### src/include/video_cfg.svh
// constants for the test pattern video core
// raster geometry, square placement, cell size, colours and the bridge map
// included by every module that needs one of these values

`ifndef VIDEO_CFG_SVH
`define VIDEO_CFG_SVH

// raster, 400 clocks by 512 lines with a 320 x 240 window
`define VID_H_TOTAL     10'd400
`define VID_H_BPORCH    10'd10
`define VID_H_ACTIVE    10'd320
`define VID_V_TOTAL     10'd512
`define VID_V_BPORCH    10'd10
`define VID_V_ACTIVE    10'd240
// hs lands a few clocks after vs
`define VID_HS_X        10'd3

// square, centred at start
`define SQ_SIZE         10'd50
`define SQ_INIT_X       10'd135
`define SQ_INIT_Y       10'd95

// 8 pixel checker cells
`define CELL_SHIFT      3
`define RGB_WHITE       24'hFFFFFF
`define RGB_BLACK       24'h000000
`define RGB_MAGENTA     24'hFF00FF
`define RGB_GREEN       24'h00FF00

// bridge map
`define ADDR_SQ_X       32'h00200000
`define ADDR_SQ_Y       32'h00200004
`define ADDR_ANIM       32'h00100000
`define ADDR_DEBUG      32'h00100004
`define ADDR_SCRATCH    32'h00300000
`define ADDR_SQ_RESET   32'h00F00010
`define ADDR_FRAME_CLR  32'h00F00014
`define ADDR_FRAME_STEP 32'h00F00018
`define ADDR_FRAME_CNT  32'h20000000
`define DEBUG_INIT      32'h12005678

`endif

### src/design/video_pkg.sv
// struct types shared by the video core and its testbench
// modules pull these in with a wildcard import in their header

package video_pkg;

    // pixel or line coordinate
    typedef logic [9:0]  coord_t;
    typedef logic [23:0] rgb_t;

    // raster state for the current clock, combinational from the counters
    typedef struct packed {
        coord_t x;
        coord_t y;
        logic   active;
        logic   frame_start;
        logic   hs;
    } raster_t;

    // bridge commands, the load and frame fields are one-cycle pulses
    typedef struct packed {
        logic   load_x;
        logic   load_y;
        coord_t new_x;
        coord_t new_y;
        logic   reset_square;
        logic   frame_clear;
        logic   frame_step;
        logic   anim_enable;
    } square_cmd_t;

    // controller key bitmap, msb first so dpad_up sits at bit 0
    typedef struct packed {
        logic face_start, face_select;
        logic trig_r3, trig_l3, trig_r2, trig_l2, trig_r1, trig_l1;
        logic face_y, face_x, face_b, face_a;
        logic dpad_right, dpad_left, dpad_down, dpad_up;
    } pad_keys_t;

    typedef struct packed {
        coord_t x;
        coord_t y;
    } square_pos_t;

endpackage

### src/design/bridge_regs.sv
// bridge register block for the test pattern core
// decodes writes into stored registers and one-cycle command pulses,
// and muxes read data back out while a read is strobed

`include "video_cfg.svh"

module bridge_regs import video_pkg::*; (
    input  logic        clk_74a,
    input  logic        reset_n,
    input  logic [31:0] bridge_addr,
    input  logic        bridge_wr,
    input  logic [31:0] bridge_wr_data,
    input  logic        bridge_rd,
    output logic [31:0] bridge_rd_data,
    input  square_pos_t square,
    input  logic [15:0] frame_count,
    output square_cmd_t cmd
);

    // square position window is 0x002000xx
    localparam logic [31:0] SQ_BASE = `ADDR_SQ_X;

    logic        sq_window;
    logic        anim_enable;
    logic [31:0] debug_value;
    logic [31:0] scratch_value;
    coord_t      new_x;
    coord_t      new_y;
    logic        load_x;
    logic        load_y;
    logic        reset_square;
    logic        frame_clear;
    logic        frame_step;
    logic [31:0] rd_mux;

    assign sq_window = (bridge_addr[31:8] == SQ_BASE[31:8]);

    //////////////////////////////
    // write decode

    always_ff @(posedge clk_74a or negedge reset_n) begin
        if (!reset_n) begin
            anim_enable  <= 1'b1;
            debug_value  <= `DEBUG_INIT;
            load_x       <= 1'b0;
            load_y       <= 1'b0;
            reset_square <= 1'b0;
            frame_clear  <= 1'b0;
            frame_step   <= 1'b0;
        end else begin
            // pulses drop after one cycle
            load_x       <= bridge_wr && (bridge_addr == `ADDR_SQ_X);
            load_y       <= bridge_wr && (bridge_addr == `ADDR_SQ_Y);
            reset_square <= bridge_wr && (bridge_addr == `ADDR_SQ_RESET);
            frame_clear  <= bridge_wr && (bridge_addr == `ADDR_FRAME_CLR);
            frame_step   <= bridge_wr && (bridge_addr == `ADDR_FRAME_STEP);
            if (bridge_wr && bridge_addr == `ADDR_ANIM) begin
                anim_enable <= bridge_wr_data[0];
            end
            if (bridge_wr && bridge_addr == `ADDR_DEBUG) begin
                debug_value <= bridge_wr_data;
            end
        end
    end

    // coordinate and scratch payloads, a coordinate keeps the low 10 bits
    always_ff @(posedge clk_74a) begin
        if (bridge_wr && bridge_addr == `ADDR_SQ_X) begin
            new_x <= bridge_wr_data[9:0];
        end
        if (bridge_wr && bridge_addr == `ADDR_SQ_Y) begin
            new_y <= bridge_wr_data[9:0];
        end
        if (bridge_wr && bridge_addr == `ADDR_SCRATCH) begin
            scratch_value <= bridge_wr_data;
        end
    end

    assign cmd.load_x       = load_x;
    assign cmd.load_y       = load_y;
    assign cmd.new_x        = new_x;
    assign cmd.new_y        = new_y;
    assign cmd.reset_square = reset_square;
    assign cmd.frame_clear  = frame_clear;
    assign cmd.frame_step   = frame_step;
    assign cmd.anim_enable  = anim_enable;

    //////////////////////////////
    // read mux

    always_comb begin
        rd_mux = 32'h0;
        if (sq_window) begin
            // only +4 gives y, the rest of the window mirrors x
            rd_mux = (bridge_addr[7:0] == 8'h04) ? {22'h0, square.y} : {22'h0, square.x};
        end else begin
            case (bridge_addr)
                `ADDR_ANIM:      rd_mux = {31'h0, anim_enable};
                `ADDR_DEBUG:     rd_mux = debug_value;
                `ADDR_SCRATCH:   rd_mux = scratch_value;
                `ADDR_FRAME_CNT: rd_mux = {16'h0, frame_count};
                default:         rd_mux = 32'h0;
            endcase
        end
    end

    // bus only sees data while a read is strobed
    assign bridge_rd_data = bridge_rd ? rd_mux : 32'h0;

endmodule

### src/design/video_timing.sv
// raster generator for the 320 x 240 test pattern
// runs the line and frame counters, flags frame start, hs and the window,
// and keeps the frame counter that the bridge reads back

`include "video_cfg.svh"

module video_timing import video_pkg::*; (
    input  logic        clk_74a,
    input  logic        reset_n,
    input  square_cmd_t cmd,
    output raster_t     raster,
    output logic [15:0] frame_count
);

    coord_t x_count;
    coord_t y_count;
    logic   h_active;
    logic   v_active;

    //////////////////////////////
    // line and frame counters

    always_ff @(posedge clk_74a or negedge reset_n) begin
        if (!reset_n) begin
            x_count <= '0;
            y_count <= '0;
        end else if (x_count == `VID_H_TOTAL - 10'd1) begin
            // end of line
            x_count <= '0;
            if (y_count == `VID_V_TOTAL - 10'd1) begin
                y_count <= '0;
            end else begin
                y_count <= y_count + 10'd1;
            end
        end else begin
            x_count <= x_count + 10'd1;
        end
    end

    // active window after the back porch
    assign h_active = (x_count >= `VID_H_BPORCH) && (x_count < `VID_H_BPORCH + `VID_H_ACTIVE);
    assign v_active = (y_count >= `VID_V_BPORCH) && (y_count < `VID_V_BPORCH + `VID_V_ACTIVE);

    // visible coords wrap outside the window, only valid with active
    assign raster.x           = x_count - `VID_H_BPORCH;
    assign raster.y           = y_count - `VID_V_BPORCH;
    assign raster.active      = h_active && v_active;
    assign raster.frame_start = (x_count == '0) && (y_count == '0);
    assign raster.hs          = (x_count == `VID_HS_X);

    //////////////////////////////
    // frame counter
    // clear beats step, step beats the per-frame increment

    always_ff @(posedge clk_74a or negedge reset_n) begin
        if (!reset_n) begin
            frame_count <= '0;
        end else if (cmd.frame_clear) begin
            frame_count <= '0;
        end else if (cmd.frame_step) begin
            frame_count <= frame_count + 16'd1;
        end else if (raster.frame_start && cmd.anim_enable) begin
            frame_count <= frame_count + 16'd1;
        end
    end

endmodule

### src/design/square_ctrl.sv
// square position for the test pattern
// the d-pad nudges it one pixel per frame inside the active window,
// the bridge can recentre it or load either axis directly

`include "video_cfg.svh"

module square_ctrl import video_pkg::*; (
    input  logic        clk_74a,
    input  logic        reset_n,
    input  raster_t     raster,
    input  pad_keys_t   keys,
    input  square_cmd_t cmd,
    output square_pos_t square
);

    // top-left corner limits keep all 50 pixels on screen
    localparam coord_t X_MAX = `VID_H_ACTIVE - `SQ_SIZE;
    localparam coord_t Y_MAX = `VID_V_ACTIVE - `SQ_SIZE;

    always_ff @(posedge clk_74a or negedge reset_n) begin
        if (!reset_n) begin
            square.x <= `SQ_INIT_X;
            square.y <= `SQ_INIT_Y;
        end else begin
            // d-pad, sampled once per frame
            if (raster.frame_start) begin
                if (keys.dpad_up && square.y > '0) begin
                    square.y <= square.y - 10'd1;
                end
                // down wins over up when both are held
                if (keys.dpad_down && square.y < Y_MAX) begin
                    square.y <= square.y + 10'd1;
                end
                if (keys.dpad_left && square.x > '0) begin
                    square.x <= square.x - 10'd1;
                end
                if (keys.dpad_right && square.x < X_MAX) begin
                    square.x <= square.x + 10'd1;
                end
            end

            // recentre overrides movement
            if (cmd.reset_square) begin
                square.x <= `SQ_INIT_X;
                square.y <= `SQ_INIT_Y;
            end

            // direct loads win per axis
            if (cmd.load_x) begin
                square.x <= cmd.new_x;
            end
            if (cmd.load_y) begin
                square.y <= cmd.new_y;
            end
        end
    end

endmodule

### src/design/pixel_compose.sv
// pixel colour for the test pattern
// square interior in the key colour over an 8 pixel checkerboard,
// black outside the window; every video output is registered here

`include "video_cfg.svh"

module pixel_compose import video_pkg::*; (
    input  logic        clk_74a,
    input  logic        reset_n,
    input  raster_t     raster,
    input  square_pos_t square,
    input  pad_keys_t   keys,
    output rgb_t        video_rgb,
    output logic        video_de,
    output logic        video_vs,
    output logic        video_hs
);

    logic in_square;
    logic cell_odd;
    rgb_t pixel_rgb;

    // inner 48 x 48, the one pixel ring shows the background
    assign in_square = (raster.x > square.x) && (raster.x < square.x + `SQ_SIZE - 10'd1)
                    && (raster.y > square.y) && (raster.y < square.y + `SQ_SIZE - 10'd1);

    // cell column plus cell row parity is just the xor of their lsbs
    assign cell_odd = raster.x[`CELL_SHIFT] ^ raster.y[`CELL_SHIFT];

    always_comb begin
        if (!raster.active) begin
            pixel_rgb = `RGB_BLACK;
        end else if (in_square) begin
            // face_a has priority over face_b
            if (keys.face_a) begin
                pixel_rgb = `RGB_MAGENTA;
            end else if (keys.face_b) begin
                pixel_rgb = `RGB_GREEN;
            end else begin
                pixel_rgb = `RGB_WHITE;
            end
        end else begin
            pixel_rgb = cell_odd ? `RGB_WHITE : `RGB_BLACK;
        end
    end

    //////////////////////////////
    // output stage, one clock behind the raster

    always_ff @(posedge clk_74a or negedge reset_n) begin
        if (!reset_n) begin
            video_rgb <= `RGB_BLACK;
            video_de  <= 1'b0;
            video_vs  <= 1'b0;
            video_hs  <= 1'b0;
        end else begin
            video_rgb <= pixel_rgb;
            video_de  <= raster.active;
            video_vs  <= raster.frame_start;
            video_hs  <= raster.hs;
        end
    end

endmodule

### src/design/pocket_square_top.sv
// top of the test pattern video core
// wires the bridge registers, raster timing, square control and pixel stage

module pocket_square_top import video_pkg::*; (
    input  logic        clk_74a,
    input  logic        reset_n,
    input  logic [31:0] bridge_addr,
    input  logic        bridge_wr,
    input  logic [31:0] bridge_wr_data,
    input  logic        bridge_rd,
    output logic [31:0] bridge_rd_data,
    input  pad_keys_t   cont1_key,
    output rgb_t        video_rgb,
    output logic        video_de,
    output logic        video_vs,
    output logic        video_hs
);

    // bridge commands out, live state back for readback
    square_cmd_t cmd;
    square_pos_t square;
    raster_t     raster;
    logic [15:0] frame_count;

    bridge_regs bridge_regs_inst (
        .clk_74a        (clk_74a),
        .reset_n        (reset_n),
        .bridge_addr    (bridge_addr),
        .bridge_wr      (bridge_wr),
        .bridge_wr_data (bridge_wr_data),
        .bridge_rd      (bridge_rd),
        .bridge_rd_data (bridge_rd_data),
        .square         (square),
        .frame_count    (frame_count),
        .cmd            (cmd)
    );

    video_timing video_timing_inst (
        .clk_74a     (clk_74a),
        .reset_n     (reset_n),
        .cmd         (cmd),
        .raster      (raster),
        .frame_count (frame_count)
    );

    square_ctrl square_ctrl_inst (
        .clk_74a (clk_74a),
        .reset_n (reset_n),
        .raster  (raster),
        .keys    (cont1_key),
        .cmd     (cmd),
        .square  (square)
    );

    pixel_compose pixel_compose_inst (
        .clk_74a   (clk_74a),
        .reset_n   (reset_n),
        .raster    (raster),
        .square    (square),
        .keys      (cont1_key),
        .video_rgb (video_rgb),
        .video_de  (video_de),
        .video_vs  (video_vs),
        .video_hs  (video_hs)
    );

endmodule

### config.mk
export PLATFORM = sky130hd
export DESIGN_NAME = pocket_square_top
export DESIGN_NICKNAME = d
export VERILOG_FILES = /design/src/design/video_pkg.sv /design/src/design/bridge_regs.sv /design/src/design/video_timing.sv /design/src/design/square_ctrl.sv /design/src/design/pixel_compose.sv /design/src/design/pocket_square_top.sv
export VERILOG_INCLUDE_DIRS = /design/src /design/src/include
export SDC_FILE = /design/constraint.sdc
export NUM_CORES = 1
export LEC_CHECK = 0
export BUFFER_PORTS_ARGS = -buffer_cell sky130_fd_sc_hd__buf_2
export CAP_MARGIN = 20
export CORE_ASPECT_RATIO = 1.2
export CORE_MARGIN = 2
export CORE_UTILIZATION = 58
export DETAILED_ROUTE_END_ITERATION = 8
export GPL_TIMING_DRIVEN = 0
export PLACE_DENSITY = 0.85
export SETUP_SLACK_MARGIN = 0.5
export SKIP_LAST_GASP = 1
export SYNTH_ARGS = -nofsm -noshare
export SYNTH_HDL_FRONTEND = slang
export SYNTH_SLANG_ARGS = --single-unit
### constraint.sdc
create_clock -name clk_74a -period 3.58 [get_ports clk_74a]
set_input_delay 0.358 -clock clk_74a [delete_from_list [all_inputs] [get_ports clk_74a]]
set_output_delay 0.358 -clock clk_74a [all_outputs]
set_load 0.01 [all_outputs]
==> results.md, run 1 <==
- 0.00818 ns — Worst Skew
- primary output — type of element capturing the critical path
- 43.1% — sequential fraction of the synthesis area
- 5.33 nW — leakage power summed over all cells
- input port — startpoint type of the worst setup path
- 1094 — nets in the synthesized netlist
- 0.07 ns — Clk pin slew, worst setup/hold paths
- 340 nW/um2 — power density of the placed cells
- sky130_fd_sc_hd__dfrtp_1 — Post-synth top flop
- 29.0% — total global-route track usage
- 4 — CTS H-tree lvls
- 72 — number of different library cells in the post-synthesis netlist
- 1139 — number of filler cells placed in the layout
- in -> reg — worst min-delay path category
- sky130_fd_sc_hd__dfrtp_1 — post-synthesis cell type with the largest combined area
- 16100 um2 — core region area
- 65.6% — proportion of register bits with asynchronous set or reset after synthesis
- 3.90 mW — total power consumption of the routed design
- 10400 um2 — placed standard-cell area
- 0 — number of antenna violations at the first check in global routing
- 0 — Final Setup Violations
- 151 — register bit total from synthesis
- 671 — starting DRC count in detailed routing
- 86.0% — post-route fraction of the period consumed by the critical path
- 30.8% — layout cells sized above 1
- 325 MHz — maximum achievable frequency
- 0 — DRC viols
- 2 — buffers from clock root to sink, at most
- 8300 — via count of the first global-routing pass
- 9440 um2 — netlist area before placement
- 0.900 — GP Congestion
- 20.7% — post-synth top area share
- 0.44 ns — clock latency reported for the late side of the worst-skew pair
- sky130_fd_sc_hd__clkbuf_16 — Clock Root Buffer
- 3.08 ns — Final Critical Period
- 6.04 — vias per cell
- finished, final reports clean — result of the run
- 58.7% — initial core utilization
- in -> out — critical path class
- 3.22 ns — data required time at the worst endpoint
- yes — RSZ-0062 raised after global routing
- 425 uV — maximum vdd drop
- 131 — # port buffers
- 32.3% — worst relative slew slack
- 120 um — Die W
- 0 — post-detailed-route count of antenna-violating nets
- 0 — number of warnings reported in the yosys synthesis log
- 4070 um2 — sequential standard cell area
- 24800 um — routed wire length
- 18.5 um — drt wl/cell
- 11500 um2 — summed area of non-filler cells in the final layout
- 70 — largest net degree at the start of global routing
- 39300 um — wire length of the first global-routing pass
- 10.1 um2 — Post-Synthesis Mean Instance Area
- 21.4% — Synth-to-Final Area Change
- 5 — number of detailed-route iterations in the first pass
- 2.72 ns — Worst Path Arrival
- 0 — global route total overflow
- 1.01 ns — slew at the pin with the worst max-slew slack
- 937 — Synth Instances
- 1269 — number of nets in the layout
- sky130_fd_sc_hd__dfrtp_1 21%, sky130_fd_sc_hd__edfxtp_1 17%, sky130_fd_sc_hd__ha_1 9.4% — leading cell types by total area after synthesis
- 5070 um2 — area of the multi-input gates
- 52 — number of synthesized flops with an enable pin
- 10 — biggest fanout along the worst timing path
- 0 — number of maximum-capacitance constraint violations
- 51 — num rows
- 0 — Final Hold Vio Count
- 17 — number of buffers created by CTS
- 143 — ports placed on the boundary
- 8080 — routed vias
- yes — CTS tree
- 0 — final-report max-slew violation count
- 0 — Antenna diodes
- 151 — total number of clock tree sinks
- 17500 um — placed wire-length estimate
- 17300 um2 — floorplan die area
- 144 um — die height
-- power by group --
group          leakage, nW  switching, mW  total (mW)  internal [mW]
sequential            1.73        0.00779        1.80           1.79
clock                0.298          0.814        1.87           1.06
combinational         3.31          0.136       0.227         0.0913
-- state kept, by name, summed over array words and instances, names as in the netlist, 2 cells and up --
register / cells
bridge_regs_inst.scratch_value: 32
video_timing_inst.y_count: 10
video_timing_inst.frame_count: 16
bridge_regs_inst.new_y: 10
bridge_regs_inst.new_x: 10
bridge_regs_inst.debug_value: 32
pixel_compose_inst.video_rgb: 2
video_timing_inst.x_count: 10
square_ctrl_inst.square: 20
-- synthesized netlist by cell type, drive strengths merged (9+ instances only) --
| cell | n |
|---|---|
| a211oi | 11 |
| a21oi | 48 |
| a22oi | 26 |
| and4 | 9 |
| buf | 42 |
| clkbuf | 24 |
| dfrtp | 78 |
| dfstp | 21 |
| edfxtp | 52 |
| ha | 71 |
| inv | 45 |
| mux2 | 35 |
| mux2i | 18 |
| nand2 | 76 |
| nand3 | 23 |
| nand4 | 20 |
| nor2 | 78 |
| nor2b | 16 |
| nor3 | 13 |
| nor4 | 17 |
| o21ai | 43 |
| or3 | 9 |
| xnor2 | 33 |
| xor2 | 29 |
-- worst paths after layout --
check | start | end | slack [ns] | cells after the start
worst max-delay path | bridge_addr[0] | bridge_rd_data[4] | 0.50 | 10
worst min-delay path | bridge_wr_data[27] | bridge_regs_inst.scratch_value[27] | 0.10 | 1
worst max register to register | square_ctrl_inst.square[0] | pixel_compose_inst.video_rgb[22] | 0.51 | 13
worst min register to register | bridge_regs_inst.new_y[5] | square_ctrl_inst.square[5] | 0.46 | 2
max in group asynchronous | reset_n | bridge_regs_inst.debug_value[14] | 2.43 | 3
min in group asynchronous | reset_n | video_timing_inst.y_count[0] | 0.41 | 2
-- placed cells by master, fill, tap and decap left out, types with 35 or more instances in the layout --
cell type / n
sky130_fd_sc_hd__ha_1: 68
sky130_fd_sc_hd__inv_1: 42
sky130_fd_sc_hd__o21ai_0: 40
sky130_fd_sc_hd__dfrtp_1: 75
sky130_fd_sc_hd__a21oi_1: 44
sky130_fd_sc_hd__edfxtp_1: 52
sky130_fd_sc_hd__nand2_1: 75
sky130_fd_sc_hd__nor2_1: 78
sky130_fd_sc_hd__mux2_2: 35
sky130_fd_sc_hd__buf_2: 141
sky130_fd_sc_hd__buf_4: 52
-- layer usage --
metal	track usage (%)	routed length, um	vias up	share of wire, %
met2	51.7	12700	407	51
met3	5.56	1820	100	7.3
met4	17.9	1210	0	4.9
li1	-	-	3743	-
met5	0	0	-	0
met1	31.7	9110	3830	37
-- worst max-delay path: stages --
cell and delay, ns:
sky130_fd_sc_hd__buf_2 0.10, sky130_fd_sc_hd__or4_4 0.57, sky130_fd_sc_hd__nor4_4 0.32, sky130_fd_sc_hd__nand2_2 0.17
sky130_fd_sc_hd__nor4_4 0.28, sky130_fd_sc_hd__buf_4 0.20, sky130_fd_sc_hd__buf_6 0.16, sky130_fd_sc_hd__nand2_1 0.08
sky130_fd_sc_hd__a21oi_1 0.28, sky130_fd_sc_hd__buf_2 0.19
-- area by class of cell --
| class | count | area share, % |
|---|---|---|
| Inverter | 45 | 1.47 |
| Sequential cell | 151 | 35.5 |
| Buffer | 66 | 3.69 |
| Multi-Input combinational cell | 675 | 44.2 |
| Clock inverter | 15 | 1.60 |
| Clock buffer | 17 | 3.71 |
| Timing Repair Buffer | 156 | 7.55 |
| Tap cell | 212 | 2.31 |
-- metrics by stage --
stage	utilization, %	setup slack [ns]	hold slack, ns	std cells	TNS [ns]
floorplan	-	0.503	0.0624	937	0
global placement	64.4	-0.382	0.436	1280	-12.11
detailed placement	64.7	0.0770	0.328	1282	0
CTS	69.9	0.501	0.0990	1328	0
global route	71.3	0.410	0.0975	1337	0
finish	71.3	0.502	0.103	1337	0
-- timing repair --
| action | 4_1_cts | 5_1_grt |
|---|---|---|
| endpoints found under the hold margin | 29 | 0 |
| hold buffers | 1 | 0 |
| setup buffers | 13 | 9 |
| gates resized for setup | 31 | 54 |
| endpoints found under the setup margin | 43 | 52 |
| pin swaps | 9 | 20 |
-- cell families (layout without fill, tap and decap cells) --
family / count (synthesis) / count (layout) / synth area share, %
compound gates: 190 / 190 / 13.3
xor+xnor: 62 / 62 / 5.75
fa+ha+maj: 73 / 73 / 9.83
buf+inv: 111 / 299 / 5.76
flops: 151 / 151 / 43.1
mux: 53 / 53 / 6.08
simple gates: 297 / 297 / 16.2
(Power assumes the default switching activity.)
==> run 2: changes to the inputs <==
Settings changed: CAP_MARGIN 20 to unset, CORE_ASPECT_RATIO 1.2 to 0.8, GPL_TIMING_DRIVEN 0 to unset.
==> run 2 against run 1 <==
Final cell count decreased by 3.9%; total power is 1.1% lower; largest power group unchanged; routed wire length increased by 2.0%; clock skew increased by 0.0058 ns; first-iteration DRC count is 29% higher; flip-flop and latch count unchanged; hold slack worse by 0.0022 ns; via count down 1.8%; die area is essentially flat; combinational power barely moved.
==> results.md, run 2 (synthesized netlist as in run 1, its figures left out) <==
- 39700 um — wire length of the first global-routing pass
- flop — type of element capturing the critical path
- 0.0140 ns — Worst Skew
- 118 um — die height
- 6.17 — vias per cell
- 0 — Final Setup Violations
- 349 nW/um2 — power density of the placed cells
- 85.9% — post-route fraction of the period consumed by the critical path
- 51 — largest net degree at the start of global routing
- 29.2% — total global-route track usage
- 0 — Antenna diodes
- 0 — final-report max-slew violation count
- 0 — DRC viols
- 7933 — routed vias
- 19.7 um — drt wl/cell
- 17.3% — Synth-to-Final Area Change
- sky130_fd_sc_hd__clkbuf_16 — Clock Root Buffer
- 41 — num rows
- 17 — number of buffers created by CTS
- 0 ns — Fin Setup TNS
- 0 — number of maximum-capacitance constraint violations
- 8 — biggest fanout along the worst timing path
- 0.45 ns — clock latency reported for the late side of the worst-skew pair
- in -> reg — worst min-delay path category
- 0.504 ns — worst-case setup margin in the final layout
- 59.6% — initial core utilization
- 386 uV — maximum vdd drop
- 131 x sky130_fd_sc_hd__buf_2, 78 x sky130_fd_sc_hd__nor2_1, 76 x sky130_fd_sc_hd__nand2_1 — commonest cells after routing, fill and taps aside
- 863 — starting DRC count in detailed routing
- square_ctrl_inst.square[11] — worst setup path startpoint
- 15900 um2 — core region area
- 27.9% — layout cells sized above 1
- 143 — ports placed on the boundary
- 147 um — Die W
- 325 MHz — maximum achievable frequency
- 0 — global route total overflow
- finished, final reports clean — result of the run
- 2 — buffers from clock root to sink, at most
- 5.09 nW — leakage power summed over all cells
- 3.08 ns — Final Critical Period
- 3.38 ns — Worst Path Arrival
- 7618 — via count of the first global-routing pass
- flop — startpoint type of the worst setup path
- 1214 — number of nets in the layout
- 0.07 ns — Clk pin slew, worst setup/hold paths
- 40.4% — worst relative slew slack
- 17300 um2 — floorplan die area
- 69.8% — post-layout util
- 132 — # port buffers
- 0 — post-detailed-route count of antenna-violating nets
- 0.934 — GP Congestion
- sky130_fd_sc_hd__buf_2 — most common cell after layout, fill and taps aside
- bridge_wr_data[13] — source of the worst hold timing path
- 0.207 ns — post-place setup slack
- yes — CTS tree
- 151 — total number of clock tree sinks
- square_ctrl_inst.square[11] — reg2reg start
- 25300 um — routed wire length
- yes — RSZ-0062 raised after global routing
- bridge_regs_inst.debug_value (32), bridge_regs_inst.scratch_value (32), square_ctrl_inst.square (20) — registers with the highest flip-flop counts
- 0 — Final Hold Vio Count
- 4 — CTS H-tree lvls
- 0 — number of antenna violations at the first check in global routing
- reg -> reg — critical path class
- 3.88 ns — data required time at the worst endpoint
- 0.872 ns — slew at the pin with the worst max-slew slack
- 17300 um — placed wire-length estimate
- 1064 — number of filler cells placed in the layout
- 8 — number of detailed-route iterations in the first pass
==> run 2: changes by cell type in the layout (fill, tap and decap cells not counted), sizes merged <==
cell	previous run	this run
clkbuf	38	20
buf	200	165
clkinv	3	2
bufinv	2	1
==> run 2: metal layers <==
metal | up-vias | part of all wire (%) | GRT usage, %
li1 | 3630 | - | -
met1 | 3784 | 41 | 40.1
met2 | 459 | 46 | 45.0
met3 | 60 | 11 | 6.78
met4 | 0 | 2.4 | 11.7
met5 | - | 0 | 0
==> run 2: final cells by class <==
cell class	instances	area, um2	area share, %
multi-input combinational	675	5000	45.2
clock inverter	13	154	1.39
timing repair buffer	167	961	8.68
inverter	45	171	1.55
tap	215	269	2.43
clock buffer	19	443	4.00
sequential	151	4070	36.8
==> run 2: worst max-delay path: stages, from the launching register on <==
cell	delay, ns
sky130_fd_sc_hd__dfstp_2	0.59
sky130_fd_sc_hd__buf_4	0.13
sky130_fd_sc_hd__nand4_1	0.12
sky130_fd_sc_hd__and4_4	0.24
sky130_fd_sc_hd__inv_2	0.13
sky130_fd_sc_hd__ha_1	0.30
sky130_fd_sc_hd__a21oi_1	0.24
sky130_fd_sc_hd__o21ai_0	0.20
sky130_fd_sc_hd__a31o_2	0.31
sky130_fd_sc_hd__a21oi_2	0.21
sky130_fd_sc_hd__mux2i_1	0.28
sky130_fd_sc_hd__o221ai_1	0.18
==> run 2: report_power, final <==
part / switching, mW / internal, mW / total (mW)
Clock: 0.814 / 1.01 / 1.83
Combinational: 0.138 / 0.0917 / 0.230
Sequential: 0.00784 / 1.79 / 1.80
==> run 2: what timing repair did <==
| item | CTS | global route |
|---|---|---|
| endpoints found under the setup margin | 6 | 32 |
| cloned | 0 | 1 |
| pin swaps | 2 | 13 |
| resized for setup | 12 | 34 |
| hold endpoints to repair | 28 | 0 |
| hold buffers | 1 | 0 |
| setup buffers | 3 | 6 |
==> run 2: final timing paths <==
check | slack (ns) | endpoint | cells past startpoint
max | 0.50 | square_ctrl_inst.square[19] | 11
min | 0.10 | bridge_regs_inst.scratch_value[13] | 1
max reg2reg | 0.50 | square_ctrl_inst.square[19] | 11
min reg2reg | 0.46 | square_ctrl_inst.square[9] | 2
max in group asynchronous | 2.31 | square_ctrl_inst.square[0] | 3
min in group asynchronous | 0.47 | bridge_regs_inst.debug_value[18] | 2
==> run 2: through the flow <==
stage	hold WS, ns	std cells	total power, mW	area (um2)
after global placement	0.424	1242	2.04	10200
after CTS	0.0957	1278	3.85	10900
after global routing	0.0955	1285	3.95	11100
after floorplan	0.0624	937	1.93	9440
after detailed placement	0.426	1242	2.04	10200
final	0.100	1285	3.86	11100
